`config.mk`:
```
export PLATFORM = sky130hd
export DESIGN_NAME = mailbox_ctrl_top
export DESIGN_NICKNAME = d
export VERILOG_FILES = /design/src/design/mailbox_pkg.sv /design/src/design/beat_gap_timer.sv /design/src/design/ss_beat_capture.sv /design/src/design/addr_decode.sv /design/src/design/mailbox_regs.sv /design/src/design/txn_fsm.sv /design/src/design/mailbox_ctrl_top.sv
export SDC_FILE = /design/constraint.sdc
export NUM_CORES = 1
export LEC_CHECK = 0
export ABC_CLOCK_PERIOD_IN_PS = 5120
export BUFFER_PORTS_ARGS = -buffer_cell sky130_fd_sc_hd__buf_2
export CAP_MARGIN = 20
export CORE_MARGIN = 10
export CORE_UTILIZATION = 60
export DETAILED_ROUTE_END_ITERATION = 10
export GPL_ROUTABILITY_DRIVEN = 0
export PLACE_DENSITY = 0.87
export SLEW_MARGIN = 20
export SYNTH_ARGS = -nofsm -noshare
export SYNTH_HDL_FRONTEND = slang
export SYNTH_HIERARCHICAL = 1
export SYNTH_SLANG_ARGS = --single-unit
```
`constraint.sdc`:
```
create_clock -name axi_aclk -period 5.12 [get_ports axi_aclk]
set_clock_uncertainty 0.05 [all_clocks]
set_input_delay 0.768 -clock axi_aclk [delete_from_list [all_inputs] [get_ports axi_aclk]]
set_output_delay 0.768 -clock axi_aclk [all_outputs]
set_load 0.01 [all_outputs]
```
`src/design/mailbox_pkg.sv`:
```
// shared types, address map and FSM encoding for the mailbox controller; compile first
package mailbox_pkg;

    // ----------------------------------------------------------
    // widths that carry a meaning
    // ----------------------------------------------------------
    typedef logic [14:0] addr_t;
    typedef logic [31:0] data_t;
    typedef logic [3:0]  strb_t;
    typedef logic [1:0]  ss_user_t;
    typedef logic [27:0] ss_addr_t;
    typedef logic [2:0]  mb_index_t;

    // ----------------------------------------------------------
    // address map
    // ----------------------------------------------------------
    localparam addr_t mb_low    = 15'h2000;
    localparam addr_t mb_high   = 15'h201F;
    localparam addr_t ctrl_low  = 15'h2100;
    localparam addr_t ctrl_high = 15'h2107;

    // two-beat remote write tag
    localparam ss_user_t ss_user_write = 2'b01;
    localparam data_t    all_ones      = 32'hFFFF_FFFF;

    typedef enum logic [1:0] {
        dest_mailbox,
        dest_control,
        dest_bad_read,
        dest_ignore
    } dest_e;

    typedef enum logic [2:0] {
        st_wait_req,
        st_fetch,
        st_decide,
        st_ss_second,
        st_move,
        st_raise_int
    } txn_state_e;

    // rd_wr is 1 for a read
    typedef struct packed {
        logic  rd_wr;
        addr_t addr;
        data_t wdata;
        strb_t wstrb;
    } ls_req_t;

    typedef struct packed {
        data_t    data;
        ss_user_t user;
    } ss_beat_t;

    typedef struct packed {
        strb_t    strb;
        ss_addr_t addr;
        data_t    data;
    } ss_write_t;

    typedef struct packed {
        dest_e     dest;
        logic      is_write;
        mb_index_t mb_index;
        logic      ctrl_index;
        data_t     wdata;
        strb_t     wstrb;
    } reg_cmd_t;

endpackage

```
`src/design/beat_gap_timer.sv`:
```
// gap counter between the two SS beats; start on the first beat, gap_done allows the second
module beat_gap_timer #(
    parameter int unsigned ss_gap_cycles = 3
) (
    input  logic axi_aclk,
    input  logic axi_aresetn,
    input  logic start,
    output logic gap_done
);

    localparam int unsigned cnt_w = $clog2(ss_gap_cycles + 2);
    localparam logic [cnt_w-1:0] gap_limit = cnt_w'(ss_gap_cycles);

    logic [cnt_w-1:0] count;

    // the start cycle counts as the first one
    always_ff @(posedge axi_aclk or negedge axi_aresetn) begin
        if (!axi_aresetn) begin
            count <= '0;
        end else if (start) begin
            count <= cnt_w'(1);
        end else if (count < gap_limit) begin
            count <= count + cnt_w'(1);
        end
    end

    // saturates until the next start
    assign gap_done = (count >= gap_limit);

endmodule

```
`src/design/ss_beat_capture.sv`:
```
// holds the two beats of a remote SS write and presents them as one write command
module ss_beat_capture (
    input  logic                   axi_aclk,
    input  logic                   axi_aresetn,
    input  mailbox_pkg::ss_beat_t  ss_beat,
    input  logic                   cap_first,
    input  logic                   cap_second,
    output mailbox_pkg::ss_user_t  first_user,
    output mailbox_pkg::ss_write_t ss_write
);

    mailbox_pkg::data_t first_data;
    mailbox_pkg::data_t second_data;

    always_ff @(posedge axi_aclk or negedge axi_aresetn) begin
        if (!axi_aresetn) begin
            first_data  <= '0;
            first_user  <= '0;
            second_data <= '0;
        end else begin
            if (cap_first) begin
                first_data <= ss_beat.data;
                first_user <= ss_beat.user;
            end
            if (cap_second) begin
                second_data <= ss_beat.data;
            end
        end
    end

    // first beat is strobe in 31:28 over address in 27:0
    assign ss_write.strb = first_data[31:28];
    assign ss_write.addr = first_data[27:0];
    assign ss_write.data = second_data;

endmodule

```
`src/design/addr_decode.sv`:
```
// address decoder; maps the selected LS or SS request onto a register command
module addr_decode (
    input  logic                   sel_ss,
    input  mailbox_pkg::ls_req_t   ls_req,
    input  mailbox_pkg::ss_write_t ss_write,
    output mailbox_pkg::reg_cmd_t  cmd,
    output logic                   ls_is_read
);

    logic ls_in_mb;
    logic ls_in_ctrl;
    logic ss_in_mb;

    assign ls_is_read = ls_req.rd_wr;

    assign ls_in_mb   = (ls_req.addr >= mailbox_pkg::mb_low)
                     && (ls_req.addr <= mailbox_pkg::mb_high);
    assign ls_in_ctrl = (ls_req.addr >= mailbox_pkg::ctrl_low)
                     && (ls_req.addr <= mailbox_pkg::ctrl_high);
    // remote address is wider, compare against the zero-extended map
    assign ss_in_mb   = (ss_write.addr >= mailbox_pkg::ss_addr_t'(mailbox_pkg::mb_low))
                     && (ss_write.addr <= mailbox_pkg::ss_addr_t'(mailbox_pkg::mb_high));

    always_comb begin
        cmd = '0;
        if (sel_ss) begin
            // remote side only ever writes the mailbox
            cmd.is_write = 1'b1;
            cmd.mb_index = ss_write.addr[4:2];
            cmd.wdata    = ss_write.data;
            cmd.wstrb    = ss_write.strb;
            cmd.dest     = ss_in_mb ? mailbox_pkg::dest_mailbox : mailbox_pkg::dest_ignore;
        end else begin
            cmd.is_write   = !ls_req.rd_wr;
            cmd.mb_index   = ls_req.addr[4:2];
            cmd.ctrl_index = ls_req.addr[2];
            cmd.wdata      = ls_req.wdata;
            cmd.wstrb      = ls_req.wstrb;
            if (ls_in_mb) begin
                cmd.dest = mailbox_pkg::dest_mailbox;
            end else if (ls_in_ctrl) begin
                cmd.dest = mailbox_pkg::dest_control;
            end else if (ls_req.rd_wr) begin
                cmd.dest = mailbox_pkg::dest_bad_read;
            end else begin
                cmd.dest = mailbox_pkg::dest_ignore;
            end
        end
    end

endmodule

```
`src/design/mailbox_regs.sv`:
```
// mailbox words, interrupt enable and status, read data register and interrupt output
module mailbox_regs (
    input  logic                  axi_aclk,
    input  logic                  axi_aresetn,
    input  logic                  reg_exec,
    input  logic                  reg_set_int,
    input  mailbox_pkg::reg_cmd_t cmd,
    output mailbox_pkg::data_t    rdata,
    output logic                  irq
);

    mailbox_pkg::data_t mb_words [8];
    mailbox_pkg::data_t read_word;
    logic               int_en;
    logic               int_status;
    logic               mb_write;
    logic               ctrl_write;

    assign mb_write   = reg_exec && cmd.is_write && (cmd.dest == mailbox_pkg::dest_mailbox);
    assign ctrl_write = reg_exec && cmd.is_write && (cmd.dest == mailbox_pkg::dest_control);

    // ----------------------------------------------------------
    // mailbox words, byte strobed
    // ----------------------------------------------------------
    always_ff @(posedge axi_aclk or negedge axi_aresetn) begin
        if (!axi_aresetn) begin
            for (int i = 0; i < 8; i++) begin
                mb_words[i] <= '0;
            end
        end else if (mb_write) begin
            for (int b = 0; b < 4; b++) begin
                if (cmd.wstrb[b]) begin
                    mb_words[cmd.mb_index][8*b +: 8] <= cmd.wdata[8*b +: 8];
                end
            end
        end
    end

    // ----------------------------------------------------------
    // control registers
    // ----------------------------------------------------------
    // offset 0 bit 0 is enable, offset 4 bit 0 is status
    always_ff @(posedge axi_aclk or negedge axi_aresetn) begin
        if (!axi_aresetn) begin
            int_en     <= 1'b0;
            int_status <= 1'b0;
        end else begin
            if (ctrl_write && !cmd.ctrl_index && cmd.wstrb[0]) begin
                int_en <= cmd.wdata[0];
            end
            if (reg_set_int) begin
                int_status <= 1'b1;
            end else if (ctrl_write && cmd.ctrl_index && cmd.wstrb[0] && cmd.wdata[0]) begin
                // write one to clear
                int_status <= 1'b0;
            end
        end
    end

    // read mux, anything unmapped reads as all ones
    always_comb begin
        case (cmd.dest)
            mailbox_pkg::dest_mailbox: begin
                read_word = mb_words[cmd.mb_index];
            end
            mailbox_pkg::dest_control: begin
                read_word = {31'b0, cmd.ctrl_index ? int_status : int_en};
            end
            default: begin
                read_word = mailbox_pkg::all_ones;
            end
        endcase
    end

    always_ff @(posedge axi_aclk or negedge axi_aresetn) begin
        if (!axi_aresetn) begin
            rdata <= '0;
        end else if (reg_exec && !cmd.is_write) begin
            rdata <= read_word;
        end
    end

    assign irq = int_en && int_status;

endmodule

```
`src/design/txn_fsm.sv`:
```
// transaction FSM of the mailbox controller; arbitrates LS and SS and issues every strobe
module txn_fsm #(
    parameter int unsigned ss_gap_cycles = 3
) (
    input  logic                  axi_aclk,
    input  logic                  axi_aresetn,
    input  logic                  ls_valid,
    input  logic                  ss_valid,
    input  mailbox_pkg::ss_user_t ss_user,
    input  mailbox_pkg::dest_e    dest,
    input  logic                  gap_done,
    input  logic                  ls_is_read,
    output logic                  sel_ss,
    output logic                  cap_first,
    output logic                  cap_second,
    output logic                  timer_start,
    output logic                  reg_exec,
    output logic                  reg_set_int,
    output logic                  ls_ready,
    output logic                  ss_ready
);

    // with no gap the timer is not waited on
    localparam logic gap_needed = (ss_gap_cycles > 0);

    mailbox_pkg::txn_state_e state;
    mailbox_pkg::txn_state_e state_next;
    logic                    last_ss;
    logic                    pick_ss;
    logic                    ss_two_beat;
    logic                    second_ok;
    logic                    any_valid;

    assign any_valid   = ls_valid || ss_valid;
    // round robin, the source not served last wins a tie
    assign pick_ss     = ss_valid && (!ls_valid || !last_ss);
    assign ss_two_beat = (ss_user == mailbox_pkg::ss_user_write);
    assign second_ok   = ss_valid && (gap_done || !gap_needed);

    // ----------------------------------------------------------
    // state and source selection
    // ----------------------------------------------------------
    always_ff @(posedge axi_aclk or negedge axi_aresetn) begin
        if (!axi_aresetn) begin
            state <= mailbox_pkg::st_wait_req;
        end else begin
            state <= state_next;
        end
    end

    // last_ss starts high so LS is favored first
    always_ff @(posedge axi_aclk or negedge axi_aresetn) begin
        if (!axi_aresetn) begin
            sel_ss  <= 1'b0;
            last_ss <= 1'b1;
        end else if (state == mailbox_pkg::st_wait_req && any_valid) begin
            sel_ss  <= pick_ss;
            last_ss <= pick_ss;
        end
    end

    always_comb begin
        state_next = state;
        case (state)
            mailbox_pkg::st_wait_req: begin
                if (any_valid) begin
                    state_next = mailbox_pkg::st_fetch;
                end
            end
            mailbox_pkg::st_fetch: begin
                state_next = mailbox_pkg::st_decide;
            end
            mailbox_pkg::st_decide: begin
                if (!sel_ss) begin
                    state_next = mailbox_pkg::st_move;
                end else if (ss_two_beat) begin
                    state_next = mailbox_pkg::st_ss_second;
                end else begin
                    // other tags are dropped after the first beat
                    state_next = mailbox_pkg::st_wait_req;
                end
            end
            mailbox_pkg::st_ss_second: begin
                if (second_ok) begin
                    state_next = mailbox_pkg::st_move;
                end
            end
            mailbox_pkg::st_move: begin
                if (sel_ss && dest == mailbox_pkg::dest_mailbox) begin
                    state_next = mailbox_pkg::st_raise_int;
                end else begin
                    state_next = mailbox_pkg::st_wait_req;
                end
            end
            mailbox_pkg::st_raise_int: begin
                state_next = mailbox_pkg::st_wait_req;
            end
            default: begin
                state_next = mailbox_pkg::st_wait_req;
            end
        endcase
    end

    // ----------------------------------------------------------
    // strobes
    // ----------------------------------------------------------
    assign cap_first   = (state == mailbox_pkg::st_fetch) && sel_ss;
    assign cap_second  = (state == mailbox_pkg::st_ss_second) && second_ok;
    assign timer_start = (state == mailbox_pkg::st_decide) && sel_ss && ss_two_beat;
    assign reg_set_int = (state == mailbox_pkg::st_raise_int);
    assign ls_ready    = (state == mailbox_pkg::st_move) && !sel_ss;

    // first beat in decide, second beat once the gap has run out
    assign ss_ready = ((state == mailbox_pkg::st_decide) && sel_ss) || cap_second;

    // an LS read loads rdata one cycle early so it is valid with ls_ready
    assign reg_exec = ((state == mailbox_pkg::st_decide) && !sel_ss && ls_is_read)
                   || ((state == mailbox_pkg::st_move) && (sel_ss || !ls_is_read));

endmodule

```
`src/design/mailbox_ctrl_top.sv`:
```
// mailbox controller top level; instantiate this and set ss_gap_cycles for the SS beat gap
module mailbox_ctrl_top #(
    parameter int unsigned ss_gap_cycles = 3
) (
    input  logic                   axi_aclk,
    input  logic                   axi_aresetn,
    // local register port
    input  logic                   ls_valid,
    input  mailbox_pkg::ls_req_t   ls_req,
    output logic                   ls_ready,
    output mailbox_pkg::data_t     ls_rdata,
    // remote stream port
    input  logic                   ss_valid,
    input  mailbox_pkg::ss_beat_t  ss_beat,
    output logic                   ss_ready,
    output logic                   irq
);

    logic                   sel_ss;
    logic                   cap_first;
    logic                   cap_second;
    logic                   timer_start;
    logic                   gap_done;
    logic                   reg_exec;
    logic                   reg_set_int;
    logic                   ls_is_read;
    mailbox_pkg::ss_user_t  first_user;
    mailbox_pkg::ss_write_t ss_write;
    mailbox_pkg::reg_cmd_t  cmd;

    txn_fsm #(
        .ss_gap_cycles (ss_gap_cycles)
    ) u_txn_fsm (
        .axi_aclk    (axi_aclk),
        .axi_aresetn (axi_aresetn),
        .ls_valid    (ls_valid),
        .ss_valid    (ss_valid),
        .ss_user     (first_user),
        .dest        (cmd.dest),
        .gap_done    (gap_done),
        .ls_is_read  (ls_is_read),
        .sel_ss      (sel_ss),
        .cap_first   (cap_first),
        .cap_second  (cap_second),
        .timer_start (timer_start),
        .reg_exec    (reg_exec),
        .reg_set_int (reg_set_int),
        .ls_ready    (ls_ready),
        .ss_ready    (ss_ready)
    );

    beat_gap_timer #(
        .ss_gap_cycles (ss_gap_cycles)
    ) u_beat_gap_timer (
        .axi_aclk    (axi_aclk),
        .axi_aresetn (axi_aresetn),
        .start       (timer_start),
        .gap_done    (gap_done)
    );

    ss_beat_capture u_ss_beat_capture (
        .axi_aclk    (axi_aclk),
        .axi_aresetn (axi_aresetn),
        .ss_beat     (ss_beat),
        .cap_first   (cap_first),
        .cap_second  (cap_second),
        .first_user  (first_user),
        .ss_write    (ss_write)
    );

    addr_decode u_addr_decode (
        .sel_ss      (sel_ss),
        .ls_req      (ls_req),
        .ss_write    (ss_write),
        .cmd         (cmd),
        .ls_is_read  (ls_is_read)
    );

    mailbox_regs u_mailbox_regs (
        .axi_aclk    (axi_aclk),
        .axi_aresetn (axi_aresetn),
        .reg_exec    (reg_exec),
        .reg_set_int (reg_set_int),
        .cmd         (cmd),
        .rdata       (ls_rdata),
        .irq         (irq)
    );

endmodule

```
==> results of run 1 <==
==> per-stage QoR <==
step	util, %	hold WS, ns
after floorplan	-	0.410
after global placement	64.0	0.415
after detailed placement	64.0	0.416
after CTS	68.5	0.220
after global routing	68.5	0.257
final	68.5	0.200
==> area by class of cell <==
cell class              instances  area (µm²)  share of cell area, %
repair buffers                146         826                   4.35
multi-input cells             787        7350                   38.7
flip-flops and latches        362        9060                   47.8
inverters                       6        22.5                  0.119
clock buffers                  61        1170                   6.16
clock inverters                 8        72.6                  0.383
well taps                     378         473                   2.49
==> layer usage <==
layer  track usage (%)  vias to the layer above  share of wire [%]
li1                  -                     4786                  -
met2              41.3                      467                 51
met5                 0                        -                  0
met1              29.8                     5799                 39
met4              10.5                        0                3.6
met3              4.31                       96                6.8
==> power by group through the flow <==
stage,registers (W),logic [W],clock network [W]
2_1_floorplan,0.00358,0.00207,0
3_3_place_gp,0.00361,0.00293,0
3_5_place_dp,0.00364,0.00301,0
4_1_cts,0.00360,0.00305,0.00275
5_1_grt,0.00365,0.00325,0.00287
6_report,0.00361,0.00306,0.00272
==> cell usage in the layout, fill, tap and decap left out, types with 12 or more instances in the layout <==
cell type	n
buf_4	22
nand2_2	12
nand2_1	56
mux2_2	280
mux2_1	28
a31oi_1	13
mux2i_1	78
a22oi_1	19
mux2_4	59
a21oi_1	41
a221oi_1	24
buf_2	121
o21ai_0	22
dfrtp_1	360
nor2_1	29
clkbuf_16	39
==> state kept, by name, indices dropped and copies added, names as in the netlist <==
register                       flops
u_mailbox_regs/rdata              32
u_ss_beat_capture/first_data      30
u_txn_fsm/last_ss                  1
u_mailbox_regs/mb_words          256
u_ss_beat_capture/first_user       2
u_txn_fsm/sel_ss                   1
u_mailbox_regs/int_status          1
u_txn_fsm/state                    3
u_ss_beat_capture/second_data     32
u_beat_gap_timer/count             3
u_mailbox_regs/int_en              1
==> worst max-delay path, cell delays in order (launching register included) <==
cell and delay (ns):
dfrtp_2 0.50, nor4b_1 0.77, nand4_1 0.19, nor2_1 0.40, a211oi_2 0.07, and4bb_2 0.35
and2_1 0.43, nand2_1 0.46, mux2_2 0.43
==> worst max-delay path by stage <==
stage / start / endpoint / cells after the start / slack [ns]
after CTS: u_txn_fsm/sel_ss / u_mailbox_regs/mb_words[91] / 6 / 1.46
after global placement: u_txn_fsm/sel_ss / u_mailbox_regs/mb_words[76] / 6 / 1.51
after floorplan: ls_req[50] / u_mailbox_regs/mb_words[224] / 9 / 2.07
after global routing: u_txn_fsm/sel_ss / u_mailbox_regs/rdata[16] / 9 / 1.25
after detailed placement: u_txn_fsm/sel_ss / u_mailbox_regs/mb_words[91] / 6 / 1.48
final: u_txn_fsm/sel_ss / u_mailbox_regs/mb_words[169] / 8 / 1.34
==> results_dict.tcl, run 1 <==
set metrics [dict create \
    worst_slew_pin_slew_ns 1.12 \
    switching_share_pct 34.5 \
    syn-num-nets 1316 \
    required_ns 5.47 \
    r2r_slack_ns 1.34 \
    track_usage_pct 24.3 \
    setup_ws_ns 1.34 \
    wire_per_inst_um 24.7 \
    fin_area_mm2 0.0190 \
    drt-total-wl_um 43200 \
    syn_area_per_cell_um2 13.7 \
    cts_tree "done" \
    via_per_inst 6.38 \
    min_period_over_period_pct 73.8 \
    rsz0062_at_grt "no" \
    status "finished, final reports clean" \
    post-dp-hpwl_um 28400 \
    yosys_warnings 6 \
    setup_tns_ns 0 \
    syn_area_mm2 0.0168 \
    fmax_mhz 265 \
    internal_power_w 0.00615 \
    p_sw_w 0.00324 \
    clk_latency_ns 0.53 \
    io_pins 125 \
    antenna_found_initial 0 \
    drtIter0Drc 1209 \
    h-tree-depth 2 \
    finalHoldViolations 0 \
    port_buffers 122 \
    fill_cells 1834 \
    netlist_instances 1224 \
    firstDrtPassIters 6 \
    fp.dieH_um 187 \
    core_mm2 0.0277 \
    critPathCaptureType "flip-flop" \
    r2r_start "u_txn_fsm/sel_ss" \
    crit_type "flip-flop to flip-flop" \
    final_cell_count_no_fill 1748 \
    power_w 0.00939 \
    critPathMaxFanout 11 \
    ant_nets 0 \
    drc 0 \
    die-area_mm2 0.0351 \
    root_buffer "clkbuf_16" \
    rr_worst_depth 8 \
    cts_buffers 38 \
    maxSlewHeadroom_pct 25.5 \
    drive_above_1_share_pct 43.0 \
    vdd_drop_max_uv 379 \
    finalSetupViolCount 0 \
    grt_pass1_wl_um 67900 \
    arrival_ns 4.13 \
    crit-reg2reg-capture "u_mailbox_regs/mb_words[169]" \
    grt_start_max_net_pins 160 \
    p_leak_nw 9.32 \
    power_density_mw_per_mm2 495 \
    antenna_cells 0 \
    cp-start-kind "flip-flop" \
    final_net_count 1433 \
    combPwrFrac_pct 32.6 \
    grt_pass1_vias 12000 \
    post_cts_resized 0 \
    hold_buffers 0 \
    area_growth_pct 12.9 \
    grt.overflow.total 0 \
    vias 11100 \
    clockPowerShare_pct 29.0 \
    die_x_um 187 \
    dp.cells 1679 \
    place_ws_ns 1.48 \
    clock-sinks 362 \
    finalMaxSlewViolations 0 \
    postCtsSetupBuffers 0 \
    clkTransAtPathRegs_ns 0.06 \
    fin_crit_ns 3.78 \
    clk_path_buf_depth 3 \
    placed_cell_area_mm2 0.0177 \
    p_seq_share_pct 38.4 \
    hp-class "input port to asynchronous set/reset pin" \
    cap_viol_max_count 0 \
    num_rows 61 \
    start_util_pct 60.7 \
]
Power figures use the tool's default switching activity.
==> run 2, diff against run 1 <==
--- a/config.mk
+++ b/config.mk
@@ -5,14 +5,15 @@
 export SDC_FILE = /design/constraint.sdc
 export NUM_CORES = 1
 export LEC_CHECK = 0
-export ABC_CLOCK_PERIOD_IN_PS = 5120
+export ABC_AREA = 1
+export ABC_CLOCK_PERIOD_IN_PS = 3800
 export BUFFER_PORTS_ARGS = -buffer_cell sky130_fd_sc_hd__buf_2
 export CAP_MARGIN = 20
 export CORE_MARGIN = 10
 export CORE_UTILIZATION = 60
 export DETAILED_ROUTE_END_ITERATION = 10
 export GPL_ROUTABILITY_DRIVEN = 0
-export PLACE_DENSITY = 0.87
+export PLACE_DENSITY = 0.86
 export SLEW_MARGIN = 20
 export SYNTH_ARGS = -nofsm -noshare
 export SYNTH_HDL_FRONTEND = slang
==> constraint.sdc (replaced) <==
create_clock -name axi_aclk -period 3.8 [get_ports axi_aclk]
set_clock_uncertainty 0.05 [all_clocks]
set_input_delay 0.57 -clock axi_aclk [delete_from_list [all_inputs] [get_ports axi_aclk]]
set_output_delay 0.57 -clock axi_aclk [all_outputs]
set_load 0.01 [all_outputs]
==> run 2 against run 1 <==
  * The flow now finishes with violations (negative hold slack)
  * Design area increased by 1.3%
  * Synthesized cell count increased by 78%
  * Setup slack got worse by 0.71 ns
  * Sequential share of layout area decreased by 0.62 points
  * Die area increased by 3.3%
  * Largest cell class unchanged
  * Area after synthesis increased by 3.7%
  * Highest routed layer is now met5
  * Global-route usage increased by 2.2 points
  * Combinational power increased by 35%
==> results_dict.tcl, run 2 <==
set metrics [dict create \
    via_per_inst 5.68 \
    cp_cell_sequence "nor2_1 -> nand2_1 -> nor4_1 -> nand4_1 -> nand2_1 -> nand2_1 -> inv_1 -> nor2_1 -> nor2_2 -> buf_4 -> nand2_1 -> nand2_1" \
    fmax_mhz 316 \
    grt_pass1_vias 15000 \
    finalMaxSlewViolations 0 \
    track_usage_pct 26.5 \
    arrival_ns 3.58 \
    wire_per_inst_um 17.9 \
    root_buffer "clkbuf_16" \
    setup_tns_ns 0 \
    vdd_drop_max_uv 494 \
    fin_crit_ns 3.16 \
    crit_slowest_cell "nor2_2" \
    p_leak_nw 10.2 \
    port_buffers 124 \
    yosys_warnings 6 \
    hold_buffers 0 \
    cts_tree "done" \
    antenna_found_initial 2 \
    finalHoldViolations 1 \
    place_ws_ns 0.614 \
    post_cts_resized 0 \
    maxSlewHeadroom_pct 36.7 \
    top_regs "u_mailbox_regs/mb_words (256), u_mailbox_regs/rdata (32), u_ss_beat_capture/second_data (32)" \
    post-dp-hpwl_um 31700 \
    final_common_cell "nand2_1" \
    clk_latency_ns 0.53 \
    final_net_count 2356 \
    syn_area_mm2 0.0174 \
    h-tree-depth 2 \
    cp-start-kind "flip-flop" \
    vias 15200 \
    netlist_instances 2181 \
    area_growth_pct 10.3 \
    status "finished with violations" \
    fp.dieH_um 190 \
    top_register "u_mailbox_regs/mb_words" \
    syn_area_per_cell_um2 7.99 \
    num_rows 62 \
    clk_path_buf_depth 3 \
    ant_nets 0 \
    clock-sinks 362 \
    drt-total-wl_um 47800 \
    crit_type "flip-flop to flip-flop" \
    drc 0 \
    postLayoutCoreUtil_pct 67.0 \
    drive_above_1_share_pct 13.6 \
    required_ns 4.22 \
    critPathCaptureType "flip-flop" \
    die-area_mm2 0.0363 \
    multi_input_comb_area_mm2 0.00698 \
    io_pins 125 \
    largest_register_ff_count 256 \
    antenna_cells 0 \
    grt_start_max_net_pins 87 \
    rr_worst_depth 12 \
    grt_pass1_wl_um 78100 \
    critPathMaxFanout 16 \
    final_cell_mix "nand2_1 (960), dfrtp_1 (361), o21ai_0 (147)" \
    clkTransAtPathRegs_ns 0.06 \
    firstDrtPassIters 6 \
    fin_area_mm2 0.0192 \
    holdWs_ns -0.00100 \
    grt.overflow.total 0 \
    rsz0062_at_grt "no" \
    cap_viol_max_count 0 \
    die_x_um 190 \
    placed_cell_area_mm2 0.0179 \
    core_mm2 0.0287 \
    hp-class "input port to asynchronous set/reset pin" \
    finalSetupViolCount 0 \
    drtIter0Drc 1739 \
    min_period_over_period_pct 83.3 \
    setup_ws_ns 0.636 \
    start_util_pct 60.7 \
    postCtsSetupBuffers 0 \
    fill_cells 2267 \
    worst_slew_pin_slew_ns 0.948 \
    cts_buffers 37 \
    failed_checks "negative hold slack" \
    crit_path_max_incr_delay_ns 0.74 \
    power_density_mw_per_mm2 685 \
    crit_top_cell "nand2_1" \
    seqCellArea_mm2 0.00906 \
    syn-num-nets 2273 \
]
run 2: final cells by class:
cell class / instances / area share (%)
flip-flops and latches: 362 / 47.1
multi-input cells: 1569 / 36.3
clock buffers: 50 / 5.61
repair buffers: 142 / 4.18
clock inverters: 12 / 1.03
well taps: 384 / 2.50
inverters: 152 / 3.20
run 2: critical path, delay by kind of cell, from the launching register on:
| kind | cells | cell delay, ns |
|---|---|---|
| DFF | 1 | 0.40 |
| buffers and inverters | 2 | 0.52 |
| and+or+nand+nor | 10 | 2.12 |
run 2: layer usage:
layer / up-vias / GRT usage [%] / share of wire [%] / wire (µm)
li1: 6979 / - / - / -
met1: 7182 / 35.0 / 40 / 18900
met2: 868 / 43.0 / 47 / 22300
met3: 130 / 5.38 / 11 / 5120
met4: 2 / 8.78 / 2.9 / 1400
met5: - / 0 / 0.10 / 49
run 2: final timing paths:
kind | start | end | slack, ns
max in group asynchronous | axi_aresetn | u_mailbox_regs/mb_words[35] | 2.62
setup reg to reg | u_ss_beat_capture/first_data[5] | u_mailbox_regs/rdata[17] | 0.64
min in group axi_aclk | ss_beat[0] | u_ss_beat_capture/first_user[0] | 0.20
hold / removal | axi_aresetn | u_mailbox_regs/mb_words[58] | -0.001
hold reg to reg | u_mailbox_regs/rdata[15] | u_mailbox_regs/rdata[15] | 0.42
setup / recovery | u_ss_beat_capture/first_data[5] | u_mailbox_regs/rdata[17] | 0.64
run 2: where the power goes:
group,switching [W],internal [W]
registers,0.000530,0.00470
clock network,0.00149,0.00232
logic,0.00303,0.00109
total,0.00505,0.00812
run 2: per-stage QoR:
step	hold WS, ns	instances	total power (W)
finish	-0.00100	2671	0.0132
global route	0.0391	2671	0.0139
CTS	0.0276	2671	0.0131
detailed placement	0.409	2609	0.00928
global placement	0.404	2609	0.00914
floorplan	0.224	2181	0.00799
==> run 3, diff against run 2 <==
--- a/config.mk
+++ b/config.mk
@@ -6,14 +6,14 @@
 export NUM_CORES = 1
 export LEC_CHECK = 0
 export ABC_AREA = 1
-export ABC_CLOCK_PERIOD_IN_PS = 3800
+export ABC_CLOCK_PERIOD_IN_PS = 2700
 export BUFFER_PORTS_ARGS = -buffer_cell sky130_fd_sc_hd__buf_2
 export CAP_MARGIN = 20
 export CORE_MARGIN = 10
-export CORE_UTILIZATION = 60
+export CORE_UTILIZATION = 55
 export DETAILED_ROUTE_END_ITERATION = 10
 export GPL_ROUTABILITY_DRIVEN = 0
-export PLACE_DENSITY = 0.86
+export PLACE_DENSITY = 0.84
 export SLEW_MARGIN = 20
 export SYNTH_ARGS = -nofsm -noshare
 export SYNTH_HDL_FRONTEND = slang
==> constraint.sdc (replaced) <==
create_clock -name axi_aclk -period 2.7 [get_ports axi_aclk]
set_clock_uncertainty 0.05 [all_clocks]
set_input_delay 0.405 -clock axi_aclk [delete_from_list [all_inputs] [get_ports axi_aclk]]
set_output_delay 0.405 -clock axi_aclk [all_outputs]
set_load 0.01 [all_outputs]
==> run 3 against run 2 <==
  * The flow now finishes without violations
  * Maximum frequency rose by 24%
  * Setup slack got worse by 0.49 ns
  * Flip-flop and latch count unchanged
  * Power grew 41%
  * Core utilization down 4.9 points
  * Die area is 8.1% higher
  * First-iteration DRC count grew 14%
  * Design area is 1.3% higher
  * Non-clock buffer count grew 26
  * Final cell count grew 1.9%
  * Critical path depth fell by 2
  * Sequential power rose by 41%
==> results_dict.tcl, run 3 (same netlist as run 2, synthesis figures left out) <==
set metrics [dict create \
    status "finished, final reports clean" \
    finalMaxSlewViolations 0 \
    hp-class "input port to flip-flop" \
    cts_buffers 37 \
    worst_slew_pin_slew_ns 0.984 \
    setup_ws_ns 0.142 \
    ant_nets 0 \
    fill_cells 2572 \
    drive_above_1_share_pct 14.6 \
    min_period_over_period_pct 94.7 \
    multi_input_comb_area_mm2 0.00699 \
    drc 0 \
    firstDrtPassIters 7 \
    final_cell_mix "nand2_1 (958), dfrtp_1 (361), o21ai_0 (146)" \
    crit_type "flip-flop to flip-flop" \
    clock-sinks 362 \
    port_buffers 124 \
    place_ws_ns 0.119 \
    io_pins 125 \
    drtIter0Drc 1981 \
    core_mm2 0.0314 \
    rsz0062_at_grt "no" \
    top_layer "met4" \
    final_common_cell "nand2_1" \
    critPathCaptureType "flip-flop" \
    start_util_pct 55.5 \
    clk_latency_ns 0.54 \
    vdd_drop_max_uv 819 \
    antenna_found_initial 2 \
    r2r_slack_ns 0.14 \
    die_x_um 198 \
    die-area_mm2 0.0392 \
    clk_path_buf_depth 3 \
    final_net_count 2382 \
    power_density_mw_per_mm2 953 \
    fp.dieH_um 198 \
    maxSlewHeadroom_pct 34.4 \
    p_leak_nw 10.4 \
    grt_pass1_wl_um 80300 \
    fin_area_mm2 0.0195 \
    clkTransAtPathRegs_ns 0.07 \
    cp-start-kind "flip-flop" \
    finalSetupViolCount 0 \
    grt_pass1_vias 14900 \
    post-dp-hpwl_um 33500 \
    finalHoldViolations 0 \
    seqCellArea_mm2 0.00906 \
    met3_length_um 5160 \
    required_ns 3.07 \
    setup_tns_ns 0 \
    drt-total-wl_um 50400 \
    wire_per_inst_um 18.5 \
    root_buffer "clkbuf_16" \
    fin_crit_ns 2.56 \
    fmax_mhz 391 \
    cts_tree "done" \
    grt_start_max_net_pins 76 \
    h-tree-depth 2 \
    largest_register_ff_count 256 \
    via_per_inst 5.64 \
    num_rows 65 \
    met1_length_um 20300 \
    vias 15400 \
    track_usage_pct 25.7 \
    critPathMaxFanout 31 \
    wl_met2_um 23300 \
    top_regs "u_mailbox_regs/mb_words (256), u_mailbox_regs/rdata (32), u_ss_beat_capture/second_data (32)" \
    cap_viol_max_count 0 \
    grt.overflow.total 0 \
    placed_cell_area_mm2 0.0181 \
    area_growth_pct 11.8 \
    arrival_ns 2.93 \
    holdWs_ns 0.0174 \
    top_register "u_mailbox_regs/mb_words" \
]
-- run 3: cell types whose count changed in the layout (fill, tap and decap cells not counted), moves of 2 or more --
cell / delta
clkinvlp_4: -2
clkbuf_8: +5
clkinv_2: +3
bufinv_16: -5
buf_4: +18
nand2_1: -2
clkbuf_1: +4
diode_2: +2
buf_12: +7
nand2_2: +2
-- run 3: worst paths after layout --
check / start / to / cells past startpoint
max: u_txn_fsm/sel_ss / u_mailbox_regs/mb_words[119] / 10
min: ss_beat[1] / u_ss_beat_capture/first_user[1] / 3
max reg2reg: u_txn_fsm/sel_ss / u_mailbox_regs/mb_words[119] / 10
min reg2reg: u_mailbox_regs/rdata[18] / u_mailbox_regs/rdata[18] / 2
max in group asynchronous: axi_aresetn / u_mailbox_regs/rdata[7] / 3
min in group asynchronous: axi_aresetn / u_mailbox_regs/rdata[28] / 2
-- run 3: stage by stage --
step / std cells / utilization (%) / total power [W]
finish: 2722 / 62.0 / 0.0186
global route: 2720 / 62.0 / 0.0195
CTS: 2711 / 61.7 / 0.0184
detailed placement: 2643 / 57.8 / 0.0133
global placement: 2643 / 57.8 / 0.0131
floorplan: 2181 / - / 0.0112
-- run 3: cell type report --
cell class	instances	area share [%]
timing repair buffer	168	5.59
multi-input combinational	1569	35.9
sequential	362	46.5
tap	402	2.58
clock buffer	59	5.96
inverter	152	3.16
clock inverter	8	0.244
antenna	2	0.0257
-- run 3: power by group --
part | total (W) | internal (W) | switching (W) | leakage, nW
logic | 0.00613 | 0.00166 | 0.00446 | 4.94
clock network | 0.00508 | 0.00295 | 0.00213 | 0.602
registers | 0.00735 | 0.00662 | 0.000735 | 4.82
-- run 3: critical path, cell delays in order (launching register included) --
cell	delay, ns
dfrtp_1	0.41
buf_4	0.24
inv_2	0.06
nand2_1	0.05
nand2_1	0.08
buf_4	0.21
inv_4	0.16
nand2_2	0.11
nor2_8	0.51
nand2_4	0.25
o21ai_0	0.30
-- run 3: repair_timing --
item                                   CTS  global route
buffers inserted                         0             9
endpoints found under the hold margin   60             0
gates resized for setup                  0             4
hold buffers                             1             0
setup endpoints to repair                0           226
-- run 3: per-layer routing --
layer  up-vias  global-route usage (%)
li1       7031                       -
met1      7308                    34.6
met2       870                    40.0
met3       156                    5.52
met4         0                    9.77
met5         -                       0
